## config.mk

```make
export PLATFORM = sky130hd
export DESIGN_NAME = alu_top
export DESIGN_NICKNAME = d
export VERILOG_FILES = /design/src/verilog/alu_pkg.sv /design/src/verilog/alu_arith.sv /design/src/verilog/alu_logic.sv /design/src/verilog/alu_shift.sv /design/src/verilog/alu_ctrl.sv /design/src/verilog/alu_top.sv
export SDC_FILE = /design/constraint.sdc
export NUM_CORES = 1
export LEC_CHECK = 0
export BUFFER_PORTS_ARGS = -buffer_cell sky130_fd_sc_hd__buf_4
export CAP_MARGIN = 20
export CORE_MARGIN = 2
export CORE_UTILIZATION = 45
export DETAILED_ROUTE_END_ITERATION = 16
export PLACE_DENSITY_LB_ADDON = 0.08
export SLEW_MARGIN = 10
export SYNTH_ARGS = -nofsm -noshare
export SYNTH_HDL_FRONTEND = slang
export SYNTH_HIERARCHICAL = 1
export SYNTH_SLANG_ARGS = --single-unit
```

## constraint.sdc

```tcl
create_clock -name clk -period 20.2 [get_ports clk]
set_clock_uncertainty 0.1 [all_clocks]
set_input_delay 2.02 -clock clk [delete_from_list [all_inputs] [get_ports clk]]
set_output_delay 2.02 -clock clk [all_outputs]
set_load 0.005 [all_outputs]
```

## src/verilog/alu_pkg.sv

```systemverilog
package alu_pkg;

    localparam int ALU_W = 32;
    localparam int CNT_W = 5;   // shift count 1..16

    typedef enum logic [4:0] {
        // arithmetic
        OP_ADD,
        OP_ADC,
        OP_SUB,
        OP_SBC,
        OP_CP,
        // logic
        OP_AND,
        OP_OR,
        OP_XOR,
        // single bit
        OP_BIT,
        OP_SET,
        OP_RES,
        OP_CHG,
        OP_TSET,
        // carry flag
        OP_LDCF,
        OP_ANDCF,
        OP_ORCF,
        OP_XORCF,
        OP_SCF,
        OP_RCF,
        OP_CCF,
        OP_ZCF,
        // shifts and rotates, one bit per clock
        OP_RLC,
        OP_RRC,
        OP_RL,
        OP_RR,
        OP_SLA,
        OP_SRA,
        OP_SLL,
        OP_SRL
    } alu_op_e;

    typedef enum logic [1:0] {
        BYTE = 2'd0,
        WORD = 2'd1,
        LONG = 2'd2
    } alu_width_e;

    typedef struct packed {
        logic s;
        logic z;
        logic h;
        logic v;
        logic n;
        logic c;
    } alu_flags_t;

    typedef struct packed {
        alu_op_e           op;
        alu_width_e        width;
        logic [ALU_W-1:0]  op0;     // destination
        logic [ALU_W-1:0]  op1;     // source
    } alu_req_t;

    typedef struct packed {
        logic [ALU_W-1:0]  value;
        alu_flags_t        flags;
        logic              wr_value;
    } alu_res_t;

    function automatic logic is_shift_op(alu_op_e op);
        return op inside {OP_RLC, OP_RRC, OP_RL, OP_RR, OP_SLA, OP_SRA, OP_SLL, OP_SRL};
    endfunction

    function automatic logic [ALU_W-1:0] width_mask(alu_width_e w);
        case (w)
            BYTE:    return 32'h0000_00ff;
            WORD:    return 32'h0000_ffff;
            default: return 32'hffff_ffff;
        endcase
    endfunction

    function automatic int unsigned width_msb(alu_width_e w);
        case (w)
            BYTE:    return 7;
            WORD:    return 15;
            default: return 31;
        endcase
    endfunction

    // P/V as parity, only the low byte or word counts
    function automatic logic even_parity(logic [ALU_W-1:0] v, alu_width_e w);
        return (w == BYTE) ? ~^v[7:0] : ~^v[15:0];
    endfunction

endpackage

```

## src/verilog/alu_arith.sv

```systemverilog
`timescale 1ns/1ps

module alu_arith (
    input  alu_pkg::alu_req_t   req,
    input  alu_pkg::alu_flags_t flags_in,
    output alu_pkg::alu_res_t   res
);

    logic [alu_pkg::ALU_W-1:0] a;
    logic [alu_pkg::ALU_W-1:0] b;
    logic [alu_pkg::ALU_W-1:0] sum;
    logic [alu_pkg::ALU_W-1:0] mask;
    logic                      sub;
    logic                      cin;
    logic                      c3;
    logic                      c7;
    logic                      c15;
    logic                      c31;
    logic                      cout;
    logic                      a_s;
    logic                      b_s;
    logic                      r_s;
    int unsigned               msb;

    always_comb begin
        a    = req.op0;
        b    = req.op1;
        mask = alu_pkg::width_mask(req.width);
        msb  = alu_pkg::width_msb(req.width);
        sub  = req.op inside {alu_pkg::OP_SUB, alu_pkg::OP_SBC, alu_pkg::OP_CP};
        cin  = (req.op == alu_pkg::OP_ADC || req.op == alu_pkg::OP_SBC) && flags_in.c;

        // segmented so the nibble, byte and word carries come out directly
        if (sub) begin
            {c3,  sum[3:0]}   = {1'b0, a[3:0]}   - {1'b0, b[3:0]}   - {4'd0, cin};
            {c7,  sum[7:4]}   = {1'b0, a[7:4]}   - {1'b0, b[7:4]}   - {4'd0, c3};
            {c15, sum[15:8]}  = {1'b0, a[15:8]}  - {1'b0, b[15:8]}  - {8'd0, c7};
            {c31, sum[31:16]} = {1'b0, a[31:16]} - {1'b0, b[31:16]} - {16'd0, c15};
        end else begin
            {c3,  sum[3:0]}   = {1'b0, a[3:0]}   + {1'b0, b[3:0]}   + {4'd0, cin};
            {c7,  sum[7:4]}   = {1'b0, a[7:4]}   + {1'b0, b[7:4]}   + {4'd0, c3};
            {c15, sum[15:8]}  = {1'b0, a[15:8]}  + {1'b0, b[15:8]}  + {8'd0, c7};
            {c31, sum[31:16]} = {1'b0, a[31:16]} + {1'b0, b[31:16]} + {16'd0, c15};
        end

        case (req.width)
            alu_pkg::BYTE: cout = c7;
            alu_pkg::WORD: cout = c15;
            default:       cout = c31;
        endcase

        a_s = a[msb];
        b_s = b[msb];
        r_s = sum[msb];

        res.value    = (sum & mask) | (a & ~mask);  // upper bits kept from op0
        res.flags.s  = r_s;
        res.flags.z  = (sum & mask) == '0;
        res.flags.h  = c3;
        // signed overflow at the operand width
        res.flags.v  = sub ? ((a_s ^ b_s) & (r_s ^ a_s)) : (~(a_s ^ b_s) & (r_s ^ a_s));
        res.flags.n  = sub;
        res.flags.c  = cout;
        res.wr_value = req.op != alu_pkg::OP_CP;    // compare only sets flags
    end

endmodule

```

## src/verilog/alu_logic.sv

```systemverilog
`timescale 1ns/1ps

module alu_logic (
    input  alu_pkg::alu_req_t   req,
    input  alu_pkg::alu_flags_t flags_in,
    output alu_pkg::alu_res_t   res
);

    logic [alu_pkg::ALU_W-1:0] mask;
    logic [alu_pkg::ALU_W-1:0] lres;
    logic [3:0]                idx;
    logic                      bit_old;
    int unsigned               msb;

    always_comb begin
        mask    = alu_pkg::width_mask(req.width);
        msb     = alu_pkg::width_msb(req.width);
        idx     = req.op1[3:0];     // bit number
        bit_old = req.op0[idx];

        case (req.op)
            alu_pkg::OP_AND: lres = req.op0 & req.op1;
            alu_pkg::OP_OR:  lres = req.op0 | req.op1;
            default:         lres = req.op0 ^ req.op1;
        endcase

        // flags untouched unless an op says otherwise
        res.value    = req.op0;
        res.flags    = flags_in;
        res.wr_value = 1'b0;

        case (req.op)
            alu_pkg::OP_AND, alu_pkg::OP_OR, alu_pkg::OP_XOR: begin
                res.value    = (lres & mask) | (req.op0 & ~mask);
                res.flags.s  = lres[msb];
                res.flags.z  = (lres & mask) == '0;
                res.flags.h  = req.op == alu_pkg::OP_AND;
                res.flags.v  = alu_pkg::even_parity(lres, req.width);
                res.flags.n  = 1'b0;
                res.flags.c  = 1'b0;
                res.wr_value = 1'b1;
            end
            alu_pkg::OP_BIT: begin
                res.flags.z = ~bit_old;
                res.flags.h = 1'b1;
                res.flags.n = 1'b0;
            end
            alu_pkg::OP_SET: begin
                res.value[idx] = 1'b1;
                res.wr_value   = 1'b1;
            end
            alu_pkg::OP_RES: begin
                res.value[idx] = 1'b0;
                res.wr_value   = 1'b1;
            end
            alu_pkg::OP_CHG: begin
                res.value[idx] = ~bit_old;
                res.wr_value   = 1'b1;
            end
            alu_pkg::OP_TSET: begin     // test as BIT, then set
                res.value[idx] = 1'b1;
                res.wr_value   = 1'b1;
                res.flags.z    = ~bit_old;
                res.flags.h    = 1'b1;
                res.flags.n    = 1'b0;
            end
            alu_pkg::OP_LDCF: begin
                res.flags.c = bit_old;
                res.flags.n = 1'b0;
            end
            alu_pkg::OP_ANDCF: begin
                res.flags.c = flags_in.c & bit_old;
                res.flags.n = 1'b0;
            end
            alu_pkg::OP_ORCF: begin
                res.flags.c = flags_in.c | bit_old;
                res.flags.n = 1'b0;
            end
            alu_pkg::OP_XORCF: begin
                res.flags.c = flags_in.c ^ bit_old;
                res.flags.n = 1'b0;
            end
            alu_pkg::OP_SCF, alu_pkg::OP_RCF: begin
                res.flags.c = req.op == alu_pkg::OP_SCF;
                res.flags.h = 1'b0;
                res.flags.n = 1'b0;
            end
            alu_pkg::OP_CCF: begin
                res.flags.c = ~flags_in.c;
                res.flags.n = 1'b0;
            end
            alu_pkg::OP_ZCF: begin
                res.flags.c = ~flags_in.z;
                res.flags.n = 1'b0;
            end
            default: ;
        endcase
    end

endmodule

```

## src/verilog/alu_shift.sv

```systemverilog
`timescale 1ns/1ps

module alu_shift (
    input  logic                clk,
    input  logic                rst,
    input  logic                load,
    input  alu_pkg::alu_req_t   req,
    input  logic                carry_in,
    output alu_pkg::alu_res_t   res,
    output logic                step_done,
    output logic                busy
);

    logic [alu_pkg::ALU_W-1:0] val_q;
    logic [alu_pkg::ALU_W-1:0] src;
    logic [alu_pkg::ALU_W-1:0] step;
    logic [alu_pkg::ALU_W-1:0] mask;
    logic                      cy_q;
    logic                      cy_src;
    logic                      in_bit;
    logic                      out_bit;
    logic                      run;
    logic                      active_q;
    alu_pkg::alu_op_e          op_q;
    alu_pkg::alu_op_e          op;
    alu_pkg::alu_width_e       width_q;
    alu_pkg::alu_width_e       width;
    logic [alu_pkg::CNT_W-1:0] cnt_q;
    logic [alu_pkg::CNT_W-1:0] remain;
    int unsigned               msb;

    assign run = load || active_q;

    always_comb begin
        // first step works straight off the request
        src    = load ? req.op0 : val_q;
        cy_src = load ? carry_in : cy_q;
        op     = load ? req.op : op_q;
        width  = load ? req.width : width_q;
        remain = load ? {req.op1[3:0] == 4'd0, req.op1[3:0]} : cnt_q;  // 0 means 16
        mask   = alu_pkg::width_mask(width);
        msb    = alu_pkg::width_msb(width);

        case (op)
            alu_pkg::OP_RLC, alu_pkg::OP_RL, alu_pkg::OP_SLA, alu_pkg::OP_SLL: begin
                out_bit = src[msb];
                if (op == alu_pkg::OP_RLC)
                    in_bit = src[msb];
                else
                    in_bit = (op == alu_pkg::OP_RL) && cy_src;
                step = {src[alu_pkg::ALU_W-2:0], in_bit};
            end
            default: begin              // right shifts
                out_bit = src[0];
                case (op)
                    alu_pkg::OP_RRC: in_bit = src[0];
                    alu_pkg::OP_RR:  in_bit = cy_src;
                    alu_pkg::OP_SRA: in_bit = src[msb];    // sign repeats
                    default:         in_bit = 1'b0;
                endcase
                step      = (src & mask) >> 1;
                step[msb] = in_bit;
            end
        endcase

        res.value    = (step & mask) | (src & ~mask);
        res.flags.s  = res.value[msb];
        res.flags.z  = (res.value & mask) == '0;
        res.flags.h  = 1'b0;
        res.flags.v  = alu_pkg::even_parity(res.value, width);
        res.flags.n  = 1'b0;
        res.flags.c  = out_bit;     // last bit out
        res.wr_value = 1'b1;
    end

    assign step_done = run && remain == 1;
    assign busy      = run && remain != 1;

    always_ff @(posedge clk or posedge rst) begin
        if (rst) begin
            active_q <= 1'b0;
            cnt_q    <= '0;
        end else if (run) begin
            active_q <= remain != 1;
            cnt_q    <= remain - 1'b1;
        end
    end

    // working copy of the operation in flight
    always_ff @(posedge clk) begin
        if (run) begin
            val_q   <= res.value;
            cy_q    <= out_bit;
            op_q    <= op;
            width_q <= width;
        end
    end

endmodule

```

## src/verilog/alu_ctrl.sv

```systemverilog
`timescale 1ns/1ps

module alu_ctrl (
    input  logic                      clk,
    input  logic                      rst,
    input  logic                      start,
    input  alu_pkg::alu_req_t         req,
    input  alu_pkg::alu_res_t         arith_res,
    input  alu_pkg::alu_res_t         logic_res,
    input  alu_pkg::alu_res_t         shift_res,
    input  logic                      shift_done,
    input  logic                      shift_busy,
    output logic                      shift_load,
    output alu_pkg::alu_req_t         cur_req,
    output alu_pkg::alu_flags_t       flags,
    output logic [alu_pkg::ALU_W-1:0] result,
    output logic                      busy,
    output logic                      done
);

    logic              accept;
    logic              pend_q;      // cur_req executes this cycle
    logic              is_shift;
    logic              is_arith;
    logic              complete;
    alu_pkg::alu_res_t sel;

    assign busy   = shift_busy;
    assign accept = start && !busy;

    assign is_shift = alu_pkg::is_shift_op(cur_req.op);
    assign is_arith = cur_req.op inside {alu_pkg::OP_ADD, alu_pkg::OP_ADC,
                                         alu_pkg::OP_SUB, alu_pkg::OP_SBC, alu_pkg::OP_CP};

    assign shift_load = pend_q && is_shift;
    assign complete   = (pend_q && !is_shift) || shift_done;

    always_comb begin
        if (is_shift)
            sel = shift_res;
        else if (is_arith)
            sel = arith_res;
        else
            sel = logic_res;
    end

    always_ff @(posedge clk) begin
        if (accept)
            cur_req <= req;
    end

    always_ff @(posedge clk or posedge rst) begin
        if (rst) begin
            pend_q <= 1'b0;
            done   <= 1'b0;
            flags  <= '0;
            result <= '0;
        end else begin
            pend_q <= accept;
            done   <= complete;
            if (complete) begin
                flags <= sel.flags;
                if (sel.wr_value)
                    result <= sel.value;
            end
        end
    end

endmodule

```

## src/verilog/alu_top.sv

```systemverilog
`timescale 1ns/1ps

module alu_top (
    input  logic                      clk,
    input  logic                      rst,
    input  logic                      start,
    input  alu_pkg::alu_req_t         req,
    output logic [alu_pkg::ALU_W-1:0] result,
    output alu_pkg::alu_flags_t       flags,
    output logic                      busy,
    output logic                      done
);

    alu_pkg::alu_req_t cur_req;
    alu_pkg::alu_res_t arith_res;
    alu_pkg::alu_res_t logic_res;
    alu_pkg::alu_res_t shift_res;
    logic              shift_done;
    logic              shift_busy;
    logic              shift_load;

    alu_ctrl u_ctrl (
        .clk        (clk),
        .rst        (rst),
        .start      (start),
        .req        (req),
        .arith_res  (arith_res),
        .logic_res  (logic_res),
        .shift_res  (shift_res),
        .shift_done (shift_done),
        .shift_busy (shift_busy),
        .shift_load (shift_load),
        .cur_req    (cur_req),
        .flags      (flags),
        .result     (result),
        .busy       (busy),
        .done       (done)
    );

    alu_arith u_arith (
        .req      (cur_req),
        .flags_in (flags),
        .res      (arith_res)
    );

    alu_logic u_logic (
        .req      (cur_req),
        .flags_in (flags),
        .res      (logic_res)
    );

    alu_shift u_shift (
        .clk       (clk),
        .rst       (rst),
        .load      (shift_load),
        .req       (cur_req),
        .carry_in  (flags.c),
        .res       (shift_res),
        .step_done (shift_done),
        .busy      (shift_busy)
    );

endmodule

```

==> impl_metrics.tcl, run 1 <==
set metrics [dict create \
    hold_class "register to register" \
    ys_seq_elements 157 \
    drt-total-wl_um 54600 \
    synth_area_mm2 0.0162 \
    wl_per_cell_um 22.5 \
    rsz0062_at_grt "false" \
    avgSynthCellArea_um2 8.51 \
    min_path_cells 2 \
    multiInputGateArea_mm2 0.0104 \
    pin_count 114 \
    port_buffers 113 \
    cp_common_cell "fa_1" \
    area_growth_pct 10.7 \
    hp-start "u_shift/cnt_q[4]" \
    ir_drop_uv 101 \
    path_buf_inv 5 \
    crit_arrival_ns 9.75 \
    cts_tree "done" \
    final_nets 2199 \
    yosysTopAreaCell "edfxtp_1" \
    power.leakage_nw 7.57 \
    yosys-top-cells-count "inv_1 (213), ha_1 (158), nand2_1 (139)" \
    synth_xor_area_frac 0.0427 \
    clock-root-buffer "clkbuf_16" \
    relSlewSlack 0.386 \
    start_util 0.456 \
    crit_path_top_delay_cell "fa_1" \
    r2r_slack_ns 10.73 \
    path_max_fanout 57 \
    final_antenna_net_count 0 \
    drive_above_1_share 0.130 \
    core-area_mm2 0.0356 \
    synth_top_area_share 0.205 \
    cts_hold_buffers 0 \
    syn_inst 1907 \
    grt_overflow 0 \
    maxCapViolCount 0 \
    clkTransAtPathRegs_ns 0.07 \
    critPathMaxStageDelay_ns 0.48 \
    antenna_cells 0 \
    hpwl_um 40800 \
    post_cts_buffers 0 \
    cts_max_level 4 \
    finalSetupTns_ns 0 \
    synth_top_family_by_area "compound AO/OA/AOI/OAI gates" \
    synth_mux_area_frac 0.0798 \
    worstMarginPinSlew_ns 0.921 \
    drtIter0Drc 1337 \
    insertion_delay_ns 0.46 \
    async_flop_share 0.293 \
    place_congestion 0.914 \
    drv_slew 0 \
    yosysMostFrequentCell "inv_1" \
    synth_edf_count 111 \
    worstSetupPathType "register to register" \
    timing.fmax_mhz 106 \
    synth_ff_type "edfxtp_1" \
    vias 14700 \
    end_kind "register" \
    crit_required_ns 20.48 \
    yosysSeqAreaShare 0.276 \
    grt_max_degree 76 \
    power-per-cell-area_mw_per_mm2 164 \
    r2r_cells 40 \
    cp-start-kind "register" \
    fillers 3448 \
    grt_pass1_wl_um 82600 \
    first_global_vias 13800 \
    viasPerCell 6.06 \
    period_minus_slack_ns 9.47 \
    grt_usage 0.286 \
    synth_compound_area_frac 0.209 \
    dieHeight_um 194 \
    crit_family "compound AO/OA/AOI/OAI gates" \
    antenna_found_initial 0 \
    rr_startpoint "u_ctrl/cur_req[70]" \
    fin_crit_sh 0.469 \
    drc 0 \
    cts_buffer_depth 2 \
    yosysWarnings 6 \
    finalHoldViolCount 0 \
    outcome "finished, final reports clean" \
    die_w_um 194 \
    synthTopCellsByArea "edfxtp_1 (21%), ha_1 (12%), dfrtp_1 (7.1%)" \
    synth_simple_gate_area_frac 0.165 \
    synth.distinct_cells 95 \
    cts_resized 0 \
    cts_buffers 17 \
    timing.rr.end "u_ctrl/flags[4]" \
    numClockSinks 157 \
    hold_end "u_shift/cnt_q[4]" \
    rows 69 \
    finalSetupViolCount 0 \
    ff_latch_area_mm2 0.00448 \
    dr.pass1.iters 5 \
    hold_slack_ns 0.401 \
    synthAdderAreaFrac 0.142 \
    die-area_mm2 0.0376 \
]
[power by group]
part | internal [mW] | total [mW] | switching (mW)
logic | 0.774 | 1.96 | 1.19
clock network | 0.185 | 0.337 | 0.152
registers | 0.513 | 0.641 | 0.128
total | 1.47 | 2.94 | 1.47
[worst reg2reg max path, delay by kind of cell (launching register included)]
kind                     cells  cell delay, ns
flip-flops                   1            0.35
XOR/XNOR                     4            0.90
adder cells (fa/ha/maj)      9            2.73
AND/OR/NAND/NOR              9            1.45
AO/OA/AOI/OAI               13            3.24
buffers and inverters        5            0.64
[flip-flops by register name, indices dropped and copies added (netlist names), 2 cells and up]
name,cells
u_ctrl/cur_req,71
u_ctrl/result,32
u_shift/val_q,32
u_ctrl/flags,6
u_shift/cnt_q,5
u_shift/op_q,5
u_shift/width_q,2
[kinds of logic (layout without fill, tap and decap cells)]
family,Yosys count,in the layout
AOI/OAI and AO/OA,509,509
other,2,3
adders and majority gates,174,174
and+or+nand+nor,549,549
DFF,157,157
buffers and inverters,336,392
muxes,110,110
xor gates and xnor gates,70,70
[layer usage]
layer | track usage | vias to the layer above | share of wire
met3 | 0.0357 | 105 | 0.049
li1 | - | 7001 | -
met4 | 0.144 | 0 | 0.048
met1 | 0.361 | 7070 | 0.42
met2 | 0.482 | 526 | 0.48
met5 | 0 | - | 0
[placed cells by master (no fill, tap or decap), drive strengths merged, types with 7 or more instances in the layout]
cell type,instances
nand3,19
o31ai,47
o221ai,51
nor2b,23
nand2,142
or2,7
nor3b,9
a21oi,104
mux2i,77
o21a,8
inv,224
nor2,132
a31oi,34
mux2,23
dfrtp,46
buf,142
nor4,14
nand4,17
edfxtp,111
mux4,10
clkbuf,18
xor2,15
xnor2,52
fa,16
a221oi,12
ha,158
nand2b,15
or3,18
o211ai,17
o21ai,152
and3,7
nor3,125
a211oi,16
[worst max path at each step]
stage / from / endpoint / slack [ns] / cells past startpoint
CTS: u_ctrl/cur_req[70] / u_ctrl/flags[4] / 10.88 / 40
global placement: u_ctrl/cur_req[70] / u_ctrl/flags[4] / 11.13 / 40
global route: u_ctrl/cur_req[70] / u_ctrl/flags[4] / 10.03 / 40
detailed placement: u_ctrl/cur_req[70] / u_ctrl/flags[4] / 10.92 / 40
floorplan: u_ctrl/cur_req[70] / u_ctrl/flags[4] / 12.29 / 39
finish: u_ctrl/cur_req[70] / u_ctrl/flags[4] / 10.73 / 40
[per-stage QoR]
stage          cells  setup WS (ns)  instance area [um^2]  power (mW)   util
3_5_place_dp    2390          10.92                 17300        2.57  0.487
2_1_floorplan   1908          12.29                 16200        2.00      -
5_1_grt         2425          10.03                 18000        3.15  0.505
6_report        2425          10.73                 18000        2.94  0.505
4_1_cts         2422          10.88                 17900        2.92  0.504
3_3_place_gp    2390          11.13                 17300        2.54  0.487
[layout make-up]
type | instances | share of cell area
clock buffer | 18 | 0.0239
clock inverter | 14 | 0.00885
inverter | 218 | 0.0456
multi-input combinational | 1415 | 0.579
sequential | 157 | 0.250
tap | 461 | 0.0321
timing repair buffer | 142 | 0.0605
(Power assumes the default switching activity.)
==> run 2: changes to the inputs <==
==> constraint.sdc (replaced) <==
create_clock -name clk -period 9 [get_ports clk]
set_clock_uncertainty 0.1 [all_clocks]
set_input_delay 0.9 -clock clk [delete_from_list [all_inputs] [get_ports clk]]
set_output_delay 0.9 -clock clk [all_outputs]
set_load 0.005 [all_outputs]
==> run 2 against run 1 <==
Compared with the run above: critical path depth shrank 1; count of clock-buffer cells in the layout up 4; clock power is 130% higher; worst hold slack got worse by 0.13 ns; maximum frequency increased by 13%; critical path type unchanged.
==> impl_metrics.tcl, run 2 (synthesized netlist as in run 1, its figures left out) <==
set metrics [dict create \
    outcome "finished, final reports clean" \
    dr.pass1.iters 5 \
    port_buffers 113 \
    drive_above_1_share 0.139 \
    r2r_slack_ns 0.61 \
    grt_overflow 0 \
    worstSetupPathType "register to register" \
    top_register "u_ctrl/cur_req" \
    area_growth_pct 11.6 \
    grt_max_degree 73 \
    crit_required_ns 9.28 \
    fin_crit_sh 0.932 \
    end_kind "register" \
    final_cell_count_no_fill 2437 \
    crit_arrival_ns 8.68 \
    cp_common_cell "fa_1" \
    finalSetupViolCount 0 \
    antenna_cells 0 \
    finalHoldViolCount 0 \
    final_nets 2211 \
    power-per-cell-area_mw_per_mm2 366 \
    largestRegisters "u_ctrl/cur_req (71), u_ctrl/result (32), u_shift/val_q (32)" \
    clkTransAtPathRegs_ns 0.07 \
    numClockSinks 157 \
    cts_buffer_depth 2 \
    cp-start-kind "register" \
    drtIter0Drc 1285 \
    place_congestion 0.939 \
    grt_usage 0.287 \
    path_max_fanout 4 \
    insertion_delay_ns 0.46 \
    wl_per_cell_um 22.5 \
    die_w_um 194 \
    period_minus_slack_ns 8.39 \
    cts_hold_buffers 0 \
    postLayoutCellArea_mm2 0.0181 \
    hpwl_um 40400 \
    critPathMaxStageDelay_ns 0.48 \
    timing.fmax_mhz 119 \
    power.leakage_nw 7.65 \
    cts_tree "done" \
    drv_slew 0 \
    ir_drop_uv 223 \
    dpl.cell_count 2401 \
    drc 0 \
    vias 14800 \
    grt_pass1_wl_um 83300 \
    worstMarginPinSlew_ns 1.04 \
    drt-total-wl_um 54900 \
    relSlewSlack 0.304 \
    layout_common_cells "inv_1 (212), ha_1 (158), buf_4 (153)" \
    antenna_found_initial 0 \
    die-area_mm2 0.0376 \
    core-area_mm2 0.0356 \
    start_util 0.456 \
    cts_max_level 4 \
    cts_buffers 17 \
    finalSetupTns_ns 0 \
    final_antenna_net_count 0 \
    hold_class "input pin to asynchronous set/reset pin" \
    dieHeight_um 194 \
    final_util 0.509 \
    viasPerCell 6.05 \
    clock-root-buffer "clkbuf_16" \
    layout_commonest_cell "inv_1" \
    p_total_mw 6.64 \
    rows 69 \
    crit_path_top_delay_cell "fa_1" \
    maxCapViolCount 0 \
    largest_reg_flops 71 \
    first_global_vias 14100 \
    pin_count 114 \
    place_area_mm2 0.0174 \
]
-- run 2: cell count changes in the layout (fill, tap and decap cells not counted), sizes merged --
cell and change:
clkinv +1, clkinvlp -2, buf +12, inv -3, clkbuf +4
-- run 2: what timing repair did --
item / 4_1_cts / 5_1_grt
buffers inserted: 0 / 3
resized for setup: 0 / 9
setup endpoints to repair: 0 / 4
-- run 2: per-layer routing --
metal,up-vias,global-route usage,wire [um]
li1,7024,-,-
met1,7085,0.364,23100
met2,523,0.483,26400
met3,120,0.0353,2770
met4,0,0.145,2670
met5,-,0,0
-- run 2: worst paths after layout --
check	from	cells after the start	end
hold / removal	rst	2	u_shift/cnt_q[3]
min in group clk	u_shift/cnt_q[4]	2	u_shift/cnt_q[4]
max in group asynchronous	rst	2	u_ctrl/result[18]
hold reg to reg	u_shift/cnt_q[4]	2	u_shift/cnt_q[4]
setup / recovery	u_ctrl/cur_req[69]	39	u_ctrl/flags[4]
setup reg to reg	u_ctrl/cur_req[69]	39	u_ctrl/flags[4]
-- run 2: final cells by class --
class	instances	area, um^2
clock inverter	10	124
timing repair buffer	154	1180
clock buffer	22	497
inverter	218	818
multi-input combinational	1415	10400
fill	3408	17400
tap	461	577
sequential	157	4480
-- run 2: power breakdown --
| part | internal, mW | switching, mW |
|---|---|---|
| clock | 0.452 | 0.330 |
| combinational | 1.77 | 2.68 |
| sequential | 1.15 | 0.252 |
-- run 2: through the flow --
stage | setup WS, ns | hold WS (ns)
2_1_floorplan | 1.09 | 0.349
3_3_place_gp | 0.504 | 0.367
3_5_place_dp | 0.417 | 0.374
4_1_cts | 0.273 | 0.262
5_1_grt | -0.0444 | 0.280
6_report | 0.609 | 0.271
-- run 2: worst max-delay path, delay by kind of cell, from the launching register on --
| family | cells | cell delay, ns |
|---|---|---|
| simple gates | 9 | 1.13 |
| buf+inv | 4 | 0.31 |
| compound gates | 13 | 2.93 |
| fa+ha+maj | 9 | 2.66 |
| xor+xnor | 4 | 0.75 |
| flops | 1 | 0.41 |
==> run 3: changes to the inputs <==
--- a/config.mk
+++ b/config.mk
@@ -7,6 +7,7 @@
 export LEC_CHECK = 0
 export BUFFER_PORTS_ARGS = -buffer_cell sky130_fd_sc_hd__buf_4
 export CAP_MARGIN = 20
+export CORE_ASPECT_RATIO = 1.75
 export CORE_MARGIN = 2
 export CORE_UTILIZATION = 45
 export DETAILED_ROUTE_END_ITERATION = 16
@@ -14,5 +15,4 @@
 export SLEW_MARGIN = 10
 export SYNTH_ARGS = -nofsm -noshare
 export SYNTH_HDL_FRONTEND = slang
-export SYNTH_HIERARCHICAL = 1
 export SYNTH_SLANG_ARGS = --single-unit
==> run 3 against run 2 <==
Compared with the run above: utilization is 0.14 points lower; non-clock buffer count is 5 lower; die area is 10% lower; count of clock-buffer cells in the layout is 4 lower; critical path depth fell by 1; maximum frequency increased by 3.2%; worst hold slack gained 0.11 ns; largest cell class unchanged.
==> impl_metrics.tcl, run 3 <==
set metrics [dict create \
    outcome "finished, final reports clean" \
    cts_resized 0 \
    grt_usage 0.324 \
    wl_met2_um 27800 \
    dr.max_layer_used "met4" \
    synth_top_family_by_area "compound AO/OA/AOI/OAI gates" \
    ir_drop_uv 280 \
    crit_required_ns 9.29 \
    async_flop_share 0.293 \
    top_register "u_ctrl.cur_req" \
    worstSetupStartpoint "u_ctrl.cur_req[68]" \
    dieHeight_um 242 \
    cts_hold_buffers 0 \
    power.leakage_nw 6.84 \
    synth_compound_area_frac 0.226 \
    worstSetupPathType "register to register" \
    layout_common_cells "nand2_1 (150), buf_4 (148), a21oi_1 (133), o21ai_0 (133), ha_1 (132)" \
    finalSetupViolCount 0 \
    cts_tree "done" \
    synth_ff_type "edfxtp_1" \
    pin_count 114 \
    post_cts_buffers 0 \
    first_global_vias 13400 \
    grt_max_degree 52 \
    cp_common_cell "fa_1" \
    antenna_found_initial 1 \
    cts_max_level 4 \
    final_util 0.508 \
    rr_startpoint "u_ctrl.cur_req[68]" \
    clkTransAtPathRegs_ns 0.08 \
    finalSetupTns_ns 0 \
    viasPerCell 6.20 \
    synthAdderAreaFrac 0.136 \
    wl_per_cell_um 25.3 \
    avgSynthCellArea_um2 8.66 \
    syn-num-nets 1899 \
    largest_reg_flops 71 \
    timing.rr.end "u_ctrl.flags[0]" \
    die_w_um 140 \
    synth_top_area_share 0.229 \
    drc 0 \
    hpwl_um 41600 \
    drt-total-wl_um 54200 \
    numClockSinks 157 \
    yosysSeqAreaShare 0.309 \
    power-per-cell-area_mw_per_mm2 366 \
    synth_area_mm2 0.0145 \
    wl_met1_um 18600 \
    clock-root-buffer "clkbuf_16" \
    core-area_mm2 0.0320 \
    die-area_mm2 0.0338 \
    syn_inst 1677 \
    yosysTopAreaCell "edfxtp_1" \
    start_util 0.454 \
    yosysMostFrequentCell "nand2_1" \
    rows 87 \
    final_nets 1951 \
    crit_path_end "u_ctrl.flags[0]" \
    synth_xor_area_frac 0.0494 \
    wl_met3_um 2160 \
    finalHoldViolCount 0 \
    dr.pass1.iters 8 \
    cp-start-kind "register" \
    largestRegisters "u_ctrl.cur_req (71), u_ctrl.result (32), u_shift.val_q (32)" \
    yosys-top-cells-count "nand2_1 (151), a21oi_1 (133), o21ai_0 (133)" \
    grt_pass1_wl_um 82200 \
    layout_commonest_cell "nand2_1" \
    vias 13300 \
    synthTopCellsByArea "edfxtp_1 (23%), ha_1 (11%), dfrtp_1 (7.9%)" \
    path_max_fanout 3 \
    insertion_delay_ns 0.47 \
    r2r_slack_ns 0.87 \
    synth_simple_gate_area_frac 0.142 \
    crit_arrival_ns 8.42 \
    antenna_cells 0 \
    drtIter0Drc 895 \
    worstMarginPinSlew_ns 0.954 \
    timing.fmax_mhz 123 \
    rsz0062_at_grt "false" \
    ff_latch_area_mm2 0.00448 \
    synth.distinct_cells 74 \
    synth_mux_area_frac 0.0741 \
    drive_above_1_share 0.127 \
    place_congestion 0.963 \
    maxCapViolCount 0 \
    fillers 3157 \
    cts_buffer_depth 2 \
    ys_seq_elements 157 \
    synth_edf_count 111 \
    fin_crit_sh 0.903 \
    cts_buffers 17 \
    end_kind "register" \
    r2r_cells 38 \
    drv_slew 0 \
    yosysWarnings 0 \
    multiInputGateArea_mm2 0.00914 \
    area_growth_pct 11.9 \
    grt_overflow 0 \
    relSlewSlack 0.361 \
    port_buffers 113 \
    hold_class "register to register" \
    final_antenna_net_count 0 \
    critPathMaxStageDelay_ns 0.52 \
    period_minus_slack_ns 8.13 \
    crit_path_top_delay_cell "fa_1" \
]
==> run 3: kinds of logic after synthesis <==
family | after synthesis
AO/OA/AOI/OAI | 514
AND/OR/NAND/NOR | 443
buffers and inverters | 237
flip-flops | 157
adder cells (fa/ha/maj) | 148
multiplexers | 96
XOR/XNOR | 82
==> run 3: through the flow <==
step	worst slack, ns	cells	power (mW)	instance area, um^2	hold slack [ns]
global placement	1.14	2109	5.17	15700	0.367
global route	0.248	2142	6.37	16300	0.403
CTS	0.908	2142	5.94	16300	0.387
floorplan	1.07	1677	3.96	14500	0.372
detailed placement	0.937	2110	5.19	15700	0.372
finish	0.871	2142	5.94	16300	0.383
==> run 3: how the worst min path moves through the flow <==
stage	start	to	slack (ns)	depth (start not counted)
floorplan	u_ctrl.flags[1]	u_ctrl.flags[1]	0.37	2
finish	u_ctrl.flags[3]	u_ctrl.flags[3]	0.38	1
global route	u_ctrl.result[27]	u_ctrl.result[27]	0.40	1
CTS	u_ctrl.flags[3]	u_ctrl.flags[3]	0.39	1
global placement	u_ctrl.flags[3]	u_ctrl.flags[3]	0.37	1
detailed placement	u_ctrl.result[19]	u_ctrl.result[19]	0.37	2
==> run 3: critical path, delay by kind of cell, from the launching register on <==
family / cells / cell delay (ns)
AOI/OAI and AO/OA: 14 / 2.66
xor gates and xnor gates: 4 / 0.65
adders and majority gates: 9 / 3.09
buffers and inverters: 3 / 0.24
DFF: 1 / 0.40
and+or+nand+nor: 8 / 0.91
==> run 3: layer usage <==
layer  vias up  GRT usage
li1       6178          -
met1      6436      0.332
met2       477      0.573
met3       197     0.0378
met4         0      0.283
met5         -          0
==> run 3: report_power, final <==
group,internal [mW],switching (mW),total [mW]
logic,1.49,2.34,3.84
clock network,0.363,0.355,0.718
registers,1.13,0.254,1.39
==> run 3: layout make-up <==
cell class / instances / share of cell area
well taps: 400 / 0.0308
repair buffers: 149 / 0.0696
clock inverters: 14 / 0.00762
flip-flops and latches: 157 / 0.276
clock buffers: 18 / 0.0264
inverters: 121 / 0.0279
multi-input cells: 1283 / 0.562
